==> src/rtl/corePkg.sv <==
`default_nettype none

package corePkg;

    // Datapath and address width
    localparam int xlen = 32;

    // First fetch address after reset
    localparam logic [xlen-1:0] resetPc = 32'h0000_0000;

    // Major opcodes of the supported RV32I subset
    localparam logic [6:0] opLoad   = 7'b0000011;
    localparam logic [6:0] opStore  = 7'b0100011;
    localparam logic [6:0] opBranch = 7'b1100011;
    localparam logic [6:0] opJal    = 7'b1101111;
    localparam logic [6:0] opJalr   = 7'b1100111;
    localparam logic [6:0] opOpImm  = 7'b0010011;
    localparam logic [6:0] opOp     = 7'b0110011;
    localparam logic [6:0] opLui    = 7'b0110111;
    localparam logic [6:0] opAuipc  = 7'b0010111;

    // Result source select codes
    localparam logic [1:0] resAlu = 2'b00;
    localparam logic [1:0] resMem = 2'b01;
    localparam logic [1:0] resPc4 = 2'b10;

    // Immediate formats
    typedef enum logic [2:0] {
        immI,
        immS,
        immB,
        immU,
        immJ
    } immSrcT;

    // Fetch to decode packet, 130 bits
    typedef struct packed {
        logic            valid;
        logic [xlen-1:0] instr;
        logic [xlen-1:0] pc;
        logic [xlen-1:0] pcPlus4;
        logic [xlen-1:0] predTarget;
        logic            predTaken;
    } fetchPktT;

    // Control levels, 9 bits
    typedef struct packed {
        logic       regWrite;
        logic       memWrite;
        logic       aluSrcImm;
        logic       branch;
        logic       jump;
        logic       jumpReg;
        logic [1:0] resultSrc;
        logic       illegal;
    } ctrlT;

    // Decode to execute packet
    typedef struct packed {
        logic            valid;
        logic [xlen-1:0] pc;
        logic [xlen-1:0] pcPlus4;
        logic [xlen-1:0] predTarget;
        logic            predTaken;
        logic [4:0]      rd;
        logic [4:0]      rs1;
        logic [4:0]      rs2;
        logic [6:0]      op;
        logic [2:0]      funct3;
        logic            funct7b5;
        logic [xlen-1:0] imm;
        ctrlT            ctrl;
    } decodePktT;

endpackage

`default_nettype wire

==> src/rtl/pipeReg.sv <==
`timescale 1ns/1ns
`default_nettype none

module pipeReg #(
    // Payload carried across the stage boundary
    parameter type payloadT = logic [31:0]
) (
    // Clock and reset
    input  logic    clk,
    input  logic    rstN,

    // Stage control
    input  logic    en,
    input  logic    clear,

    // Payload
    input  payloadT d,
    output payloadT q
);

    // Clear beats enable, so a flush wins over a stall
    always_ff @(posedge clk) begin
        if (!rstN || clear) begin
            // All zeros, valid bit included
            q <= '0;
        end else if (en) begin
            q <= d;
        end
    end

endmodule

`default_nettype wire

==> src/rtl/immExtend.sv <==
`timescale 1ns/1ns
`default_nettype none

module immExtend (
    // Upper instruction bits, opcode not needed
    input  logic [31:7]     instrBits,

    // Format select from control decode
    input  corePkg::immSrcT immSrc,

    // Sign-extended immediate
    output logic [31:0]     imm
);

    logic signBit;

    // Sign always comes from bit 31
    assign signBit = instrBits[31];

    always_comb begin
        case (immSrc)
            // Loads, JALR, register-immediate ops
            corePkg::immI: begin
                imm = {{20{signBit}}, instrBits[31:20]};
            end
            // Stores, split field
            corePkg::immS: begin
                imm = {{20{signBit}}, instrBits[31:25], instrBits[11:7]};
            end
            // Branches, halfword offset
            corePkg::immB: begin
                imm = {{20{signBit}}, instrBits[7], instrBits[30:25],
                       instrBits[11:8], 1'b0};
            end
            // LUI and AUIPC, low twelve bits zero
            corePkg::immU: begin
                imm = {instrBits[31:12], 12'b0};
            end
            // JAL, halfword offset
            corePkg::immJ: begin
                imm = {{12{signBit}}, instrBits[19:12], instrBits[20],
                       instrBits[30:21], 1'b0};
            end
            // Unused encodings
            default: begin
                imm = '0;
            end
        endcase
    end

endmodule

`default_nettype wire

==> src/rtl/controlDecode.sv <==
`timescale 1ns/1ns
`default_nettype none

module controlDecode (
    // Major opcode
    input  logic [6:0]      op,

    // Decoded control levels
    output corePkg::ctrlT   ctrl,
    output corePkg::immSrcT immSrc
);

    always_comb begin
        // Defaults, no writes and ALU result
        ctrl           = '0;
        ctrl.resultSrc = corePkg::resAlu;
        immSrc         = corePkg::immI;

        case (op)
            corePkg::opLoad: begin
                ctrl.regWrite  = 1'b1;
                ctrl.aluSrcImm = 1'b1;
                ctrl.resultSrc = corePkg::resMem;
            end
            corePkg::opStore: begin
                ctrl.memWrite  = 1'b1;
                ctrl.aluSrcImm = 1'b1;
                immSrc         = corePkg::immS;
            end
            corePkg::opBranch: begin
                ctrl.branch = 1'b1;
                immSrc      = corePkg::immB;
            end
            corePkg::opJal: begin
                ctrl.regWrite  = 1'b1;
                ctrl.jump      = 1'b1;
                ctrl.resultSrc = corePkg::resPc4;
                immSrc         = corePkg::immJ;
            end
            // Target from rs1 plus I immediate
            corePkg::opJalr: begin
                ctrl.regWrite  = 1'b1;
                ctrl.jump      = 1'b1;
                ctrl.jumpReg   = 1'b1;
                ctrl.resultSrc = corePkg::resPc4;
            end
            corePkg::opOpImm: begin
                ctrl.regWrite  = 1'b1;
                ctrl.aluSrcImm = 1'b1;
            end
            // Register-register, immediate unused
            corePkg::opOp: begin
                ctrl.regWrite = 1'b1;
            end
            corePkg::opLui, corePkg::opAuipc: begin
                ctrl.regWrite = 1'b1;
                immSrc        = corePkg::immU;
            end
            // Unknown, CSR and system opcodes
            default: begin
                ctrl.illegal = 1'b1;
            end
        endcase
    end

endmodule

`default_nettype wire

==> src/rtl/fetchStage.sv <==
`timescale 1ns/1ns
`default_nettype none

module fetchStage (
    // Clock and reset
    input  logic              clk,
    input  logic              rstN,

    // Pipeline control
    input  logic              stallF,
    input  logic              redirectValid,
    input  logic [31:0]       redirectPc,

    // Instruction memory, answers in the same cycle
    input  logic [31:0]       instrData,
    output logic [31:0]       instrAddr,

    // Packet to decode
    output corePkg::fetchPktT fetchPkt
);

    logic [corePkg::xlen-1:0] pc;
    logic [corePkg::xlen-1:0] pcPlus4;
    logic [corePkg::xlen-1:0] immJ;
    logic [corePkg::xlen-1:0] immB;
    logic [corePkg::xlen-1:0] predTarget;
    logic                     predTaken;
    logic [6:0]               opF;

    assign opF     = instrData[6:0];
    assign pcPlus4 = pc + 32'd4;

    // J immediate, bit 0 always zero
    assign immJ = {{12{instrData[31]}}, instrData[19:12], instrData[20],
                   instrData[30:21], 1'b0};

    // B immediate, bit 0 always zero
    assign immB = {{20{instrData[31]}}, instrData[7], instrData[30:25],
                   instrData[11:8], 1'b0};

    // Static prediction
    // JAL always taken, branch taken only when its offset is negative
    always_comb begin
        predTaken  = 1'b0;
        predTarget = pcPlus4;
        if (opF == corePkg::opJal) begin
            predTaken  = 1'b1;
            predTarget = pc + immJ;
        end else if (opF == corePkg::opBranch) begin
            // Sign bit of the offset
            predTaken  = instrData[31];
            predTarget = instrData[31] ? (pc + immB) : pcPlus4;
        end
    end

    // PC register
    // Redirect first, then stall, then prediction
    always_ff @(posedge clk) begin
        if (!rstN) begin
            pc <= corePkg::resetPc;
        end else if (redirectValid) begin
            pc <= redirectPc;
        end else if (!stallF) begin
            pc <= predTaken ? predTarget : pcPlus4;
        end
    end

    assign instrAddr = pc;

    // Valid whenever out of reset
    assign fetchPkt.valid      = rstN;
    assign fetchPkt.instr      = instrData;
    assign fetchPkt.pc         = pc;
    assign fetchPkt.pcPlus4    = pcPlus4;
    assign fetchPkt.predTarget = predTarget;
    assign fetchPkt.predTaken  = predTaken;

endmodule

`default_nettype wire

==> src/rtl/decodeStage.sv <==
`timescale 1ns/1ns
`default_nettype none

module decodeStage (
    // Clock and reset
    input  logic               clk,
    input  logic               rstN,

    // Pipeline control
    input  logic               stallD,
    input  logic               flushD,

    // Packet from fetch
    input  corePkg::fetchPktT  fetchPkt,

    // Decoded packet, combinational from the register
    output corePkg::decodePktT decodePkt
);

    corePkg::fetchPktT fetchPktD;
    corePkg::ctrlT     ctrlD;
    corePkg::immSrcT   immSrcD;
    logic [31:0]       instrD;
    logic [31:0]       immD;

    // Fetch/decode boundary register
    pipeReg #(
        .payloadT (corePkg::fetchPktT)
    ) uFdReg (
        .clk   (clk),
        .rstN  (rstN),
        .en    (~stallD),
        .clear (flushD),
        .d     (fetchPkt),
        .q     (fetchPktD)
    );

    assign instrD = fetchPktD.instr;

    // Opcode to control levels
    controlDecode uCtrl (
        .op     (instrD[6:0]),
        .ctrl   (ctrlD),
        .immSrc (immSrcD)
    );

    // Immediate for the decoded format
    immExtend uImm (
        .instrBits (instrD[31:7]),
        .immSrc    (immSrcD),
        .imm       (immD)
    );

    // Pass-through fields
    assign decodePkt.valid      = fetchPktD.valid;
    assign decodePkt.pc         = fetchPktD.pc;
    assign decodePkt.pcPlus4    = fetchPktD.pcPlus4;
    assign decodePkt.predTarget = fetchPktD.predTarget;
    assign decodePkt.predTaken  = fetchPktD.predTaken;

    // Register and function fields
    assign decodePkt.rd       = instrD[11:7];
    assign decodePkt.rs1      = instrD[19:15];
    assign decodePkt.rs2      = instrD[24:20];
    assign decodePkt.op       = instrD[6:0];
    assign decodePkt.funct3   = instrD[14:12];
    assign decodePkt.funct7b5 = instrD[30];

    // Decoded results
    assign decodePkt.imm  = immD;
    assign decodePkt.ctrl = ctrlD;

endmodule

`default_nettype wire

==> src/rtl/frontEnd.sv <==
`timescale 1ns/1ns
`default_nettype none

module frontEnd (
    // Clock and reset
    input  logic               clk,
    input  logic               rstN,

    // Stall and flush levels
    input  logic               stallF,
    input  logic               stallD,
    input  logic               flushD,
    input  logic               flushE,

    // Mispredict redirect from execute
    input  logic               redirectValid,
    input  logic [31:0]        redirectPc,

    // Instruction memory
    input  logic [31:0]        instrData,
    output logic [31:0]        instrAddr,

    // Packet into execute
    output corePkg::decodePktT exPkt
);

    corePkg::fetchPktT  fetchPkt;
    corePkg::decodePktT decodePkt;

    // PC and static prediction
    fetchStage uFetch (
        .clk           (clk),
        .rstN          (rstN),
        .stallF        (stallF),
        .redirectValid (redirectValid),
        .redirectPc    (redirectPc),
        .instrData     (instrData),
        .instrAddr     (instrAddr),
        .fetchPkt      (fetchPkt)
    );

    // Fetch/decode register and decode logic
    decodeStage uDecode (
        .clk       (clk),
        .rstN      (rstN),
        .stallD    (stallD),
        .flushD    (flushD),
        .fetchPkt  (fetchPkt),
        .decodePkt (decodePkt)
    );

    // Decode/execute register, never stalls
    pipeReg #(
        .payloadT (corePkg::decodePktT)
    ) uDeReg (
        .clk   (clk),
        .rstN  (rstN),
        .en    (1'b1),
        .clear (flushE),
        .d     (decodePkt),
        .q     (exPkt)
    );

endmodule

`default_nettype wire

==> config.mk <==
export PLATFORM = sky130hd
export DESIGN_NAME = frontEnd
export DESIGN_NICKNAME = d
export VERILOG_FILES = /design/src/rtl/corePkg.sv /design/src/rtl/pipeReg.sv /design/src/rtl/immExtend.sv /design/src/rtl/controlDecode.sv /design/src/rtl/fetchStage.sv /design/src/rtl/decodeStage.sv /design/src/rtl/frontEnd.sv
export SDC_FILE = /design/constraint.sdc
export NUM_CORES = 1
export LEC_CHECK = 0
export ABC_AREA = 0
export BUFFER_PORTS_ARGS = -buffer_cell sky130_fd_sc_hd__buf_2
export CAP_MARGIN = 20
export CORE_ASPECT_RATIO = 1.4
export CORE_MARGIN = 2
export CORE_UTILIZATION = 40
export CTS_BUF_LIST = sky130_fd_sc_hd__clkbuf_2
export DETAILED_ROUTE_END_ITERATION = 7
export PLACE_DENSITY_LB_ADDON = 0.3
export SKIP_CTS_REPAIR_TIMING = 1
export SLEW_MARGIN = 20
export SYNTH_ARGS = -nofsm -noshare
export SYNTH_HDL_FRONTEND = slang
export SYNTH_HIERARCHICAL = 1
export SYNTH_SLANG_ARGS = --single-unit
==> constraint.sdc <==
create_clock -name clk -period 8.8 [get_ports clk]
set_clock_uncertainty 0.05 [all_clocks]
set_input_delay 1.76 -clock clk [delete_from_list [all_inputs] [get_ports clk]]
set_output_delay 1.76 -clock clk [all_outputs]
set_load 0.1 [all_outputs]
# Word level (Yosys, flattened, before mapping)
# Cells that the tools add are included.
[totals]
register_bits = 327
inputBits = 71
out_inout_bits = 197
[classes]
addsub = 3
n_eq_ne = 16
muxes = 18
n_reduce_logical = 9
[ops]
columns = ["operator", "n"]
rows = [
  ["32-bit two-way mux", 6],
  ["32-bit one-hot mux with 5 select lines", 1],
  ["32-bit adder", 2],
  ["7-bit == test, second input constant", 5],
  ["32-bit by 3-bit adder with 32-bit output, second input constant", 1],
  ["7-bit by 6-bit == test with 1-bit output, second input constant", 3],
  ["7-bit by 5-bit == test with 1-bit output, second input constant", 2],
  ["3-bit one-hot mux with 4 select lines", 1],
  ["1-bit two-way mux", 9],
  ["9-bit OR reduction", 1],
  ["7-bit by 2-bit == test with 1-bit output, second input constant", 1],
  ["7-bit OR reduction", 1],
  ["3-bit by 2-bit == test with 1-bit output, second input constant", 2],
  ["2-bit one-hot mux with 2 select lines", 1],
  ["2-bit OR reduction", 2],
  ["3-bit by 1-bit == test with 1-bit output, second input constant", 1],
  ["3-bit == test, second input constant", 1],
  ["3-bit logical NOT", 1],
  ["3-bit OR reduction", 1],
  ["1-bit logical OR", 2],
  ["2-bit by 1-bit != test with 1-bit output, second input constant", 1],
  ["1-bit logical NOT", 1],
]

# Longest topological paths before layout
[logic_depth]
word_depth = 7
depth_mapped = 13
ltp_nobuf = 13

# Cells and area by module
# The synthesis kept the hierarchy.
[by_module_without_submodules]
columns = ["module", "instances", "cells_per_inst", "area_per_inst_um2", "seq_area_each_um2"]
rows = [
  ["fetchStage", 1, 890, 6147.1, 640.6],
  ["pipeReg at uDeReg", 1, 533, 5968.2, 3303.2],
  ["pipeReg at uDecode.uFdReg", 1, 420, 4713.3, 2602.5],
  ["immExtend", 1, 94, 540.5, 0.0],
  ["controlDecode", 1, 26, 214.0, 0.0],
  ["decodeStage", 1, 1, 3.8, 0.0],
  ["frontEnd", 1, 1, 3.8, 0.0],
]

# Worst setup path after synthesis
# OpenSTA, ideal clock, no wires.
[synth_timing]
path_kind = "input -> register"
from = "input port instrData[21]"
to = "register uDecode/uFdReg/q[32] (netlist bit)"
setup_time_ps = 128
arrival_time_ps = 4218
required_ps = 8622
setup_slack_ps = 4404
stages = 13
n_path_buf = 0
path_cell_list = "ha_1 -> inv_1 -> fa_1 -> nand2b_1 -> a211oi_1 -> o2111ai_1 -> a311oi_1 -> o21ai_0 -> or3_1 -> a31oi_1 -> a211oi_1 -> mux2i_1 -> nor2_1"
[synth_rtl]
columns = ["element", "line_no", "rtl"]
rows = [
  ["start, declared", "frontEnd.sv:20", "input logic [31:0] instrData,"],
  ["end signal, assigned", "pipeReg.sv:25", "q <= '0;"],
  ["end signal, assigned", "pipeReg.sv:27", "q <= d;"],
  ["end, declared", "pipeReg.sv:18", "output payloadT q"],
]

==> out/qor.txt <==
r2r startpoint -> uFetch/instrAddr[2]
Layout Utilization -> 43.9%
DR pass1 iterations -> 5
CTS clock-pin slew for the worst setup and hold paths -> 110 ps
R2R Setup Slk -> 4520 ps
Core ar. -> 43,200 um^2
R2R depth -> 13
Max Cap Viol -> 0
WL final -> 59.2 mm
area of the die -> 45,700 um^2
fin crit period -> 4350 ps
Max Slew Vio Count -> 0
WHS Path Cells -> 2
top cells by area, synth -> dfxtp_1 (37%), mux2i_1 (18%), nor2_1 (8.0%), buf_4 (3.2%), ha_1 (3.1%)
Yosys top cell area share -> 37.2%
Clock Path Buffers -> 3
fin area -> 19,000 um^2
# port buffers -> 267
EDFF count, synth -> 0
Seq/Total Area, Yosys -> 37.2%
Clock Latency Late Sink -> 1060 ps
# H-tree levels -> 3
Hold Fails Final Rpt -> 0
slowest stage cell, crit path -> nor2_2
Yosys reg bits -> 327
dpl hpwl -> 42.8 mm
worst hold path endpoint -> uDeReg/q[72]
setup TNS -> 0 ps
CP most frequent cell -> buf_4
layout cell share with drive strength beyond 1 -> 20.1%
via count -> 15,200
Sink Count -> 327
WP data required -> 9590 ps
grt ovf -> 0
initial drt markers -> 1,135
post-route ant nets -> 0
max-slew headroom at the worst pin -> 18.6%
largest net degree at the start of global routing -> 166
Initial Util -> 40.7%
CP Capture Type -> flop
die width -> 181 um
routability congestion estimate -> 0.976
pre-CTS WS -> 3560 ps
crit-path max FO -> 37
max incr delay on CP -> 760 ps
Top FF cell, synth -> dfxtp_1
initial antenna violation count -> 3
count leader, synth -> nor2_1
worst slew pin tran -> 1210 ps
FFs w/ async S/R, synth -> 0%
type of the tightest min-delay check -> reg2reg
CTS tree -> yes
Total Nets Final -> 2,252
syn_nets -> 2,082
Die Span Y -> 252 um
Ports -> 268
Cell Pwr Density -> 167 nW/um^2
final setup fails -> 0
vias in the first global route -> 14,800
filler instances -> 4,390
first-pass GRT wire length -> 88.4 mm
crit path kind -> in2reg
Placement Rows -> 90
RSZ-0062 raised after global routing -> no
area grow syn2layout -> 7.80%
Hold Crit Start -> uDecode/uFdReg/q[5]
worst-path cell chain -> buf_2 -> and4b_1 -> and4_1 -> buf_4 -> nor2_2 -> clkinv_1 -> buf_4 -> a221oi_1 -> o311ai_0 -> mux2i_1 -> nor2_1
Gate Count Post-Synth -> 1,965
Worst EP arrival -> 5140 ps
DRC errors left -> 0
Post-synth top cells -> nor2_1 (373), dfxtp_1 (327), mux2i_1 (312)
Root Driver -> clkbuf_2
P_leak -> 0.00885 uW
FF-to-FF End -> uDecode/uFdReg/q[32]
status -> finished, final reports clean
Worst setup SP type -> input port
average size of a mapped cell -> 8.95 um^2
DR vias/cell -> 5.56
Tcrit/Tclk final -> 49.4%
Post-Syn Area -> 17,600 um^2
CTS buffer count -> 82
Final WS setup -> 4450 ps
Tot GR Track Use -> 25.1%
drt wl/cell -> 21.6 um
Syn. warnings -> 6
Max Fclk -> 0.230 GHz
cell area after placement -> 18,300 um^2
post-synth top area cell -> dfxtp_1
Distinct cells, synth -> 92
VDD IR max -> 0.0891 mV
==> layout by cell type (no fill, tap or decap), drive strengths merged, types with 17 or more instances in the layout <==
cell and instances:
dfxtp 327, buf 283, a21oi 88, o21ai 61
inv 44, and3 17, nand4 21, nor2 374
clkbuf 116, xor2 26, clkinv 20, a211oi 22
nand3 34, a21o 18, nor3 18, o22ai 23
nand2 103, xnor2 23, ha 44, mux2i 312
==> kinds of logic (layout without fill, tap and decap cells) <==
group	after synthesis	count (layout)	synth area share (%)
xor gates and xnor gates	49	49	2.48
buffers and inverters	239	463	9.43
DFF	327	327	37.2
and+or+nand+nor	645	645	16.4
adders and majority gates	47	47	3.42
AOI/OAI and AO/OA	341	341	13.0
other	1	3	0.0213
muxes	316	316	18.0
==> critical path, delay by kind of cell <==
kind | cells | cell delay, ps
and+or+nand+nor | 4 | 1290
buffers and inverters | 4 | 1310
AOI/OAI and AO/OA | 2 | 520
muxes | 1 | 200
==> per-layer routing <==
metal  track usage, %  share of wire (%)
met1             28.7                 39
met2             44.7                 50
met3             4.80                6.2
met4             12.4                4.3
met5                0              0.014
==> state kept, by name (all words and copies together) (netlist names) <==
signal and flops:
uDeReg/q 165, uDecode/uFdReg/q 130, uFetch/instrAddr 32
==> layout make-up <==
class                      count  area [um^2]  share of cell area (%)
antenna                        2         5.00                  0.0264
clock buffer                 116          581                    3.06
clock inverter                22          110                   0.581
inverter                      42          163                   0.858
multi-input combinational   1399         9410                    49.6
sequential                   327         6550                    34.5
tap                          552          691                    3.64
timing repair buffer         283         1460                    7.68
==> report_power, final <==
group          leakage [uW]  switching [uW]  internal [uW]  total [uW]
Combinational       0.00566             423            181         604
Sequential          0.00265            56.8           1510        1570
Clock              0.000537             645            359        1000
Total               0.00885            1120           2050        3170
==> worst max-delay path by stage <==
stage,start,cells after the start,slack (ps),to
finish,instrData[1],11,4450,uDecode/uFdReg/q[26]
global route,instrData[1],11,4300,uDecode/uFdReg/q[26]
CTS,uFetch/instrAddr[2],1,4570,instrAddr[2]
detailed placement,instrData[1],11,3560,uDecode/uFdReg/q[26]
global placement,instrData[1],11,3580,uDecode/uFdReg/q[26]
floorplan,instrData[21],13,4400,uDecode/uFdReg/q[32]
==> metrics by stage <==
| step | total power, uW | hold slack, ps | cells |
|---|---|---|---|
| detailed placement | 2190 | 428 | 2603 |
| floorplan | 2070 | 410 | 1965 |
| CTS | 3210 | 442 | 2741 |
| global placement | 2190 | 422 | 2603 |
| global route | 3330 | 460 | 2743 |
| finish | 3170 | 427 | 2743 |
(Power assumes the default switching activity.)
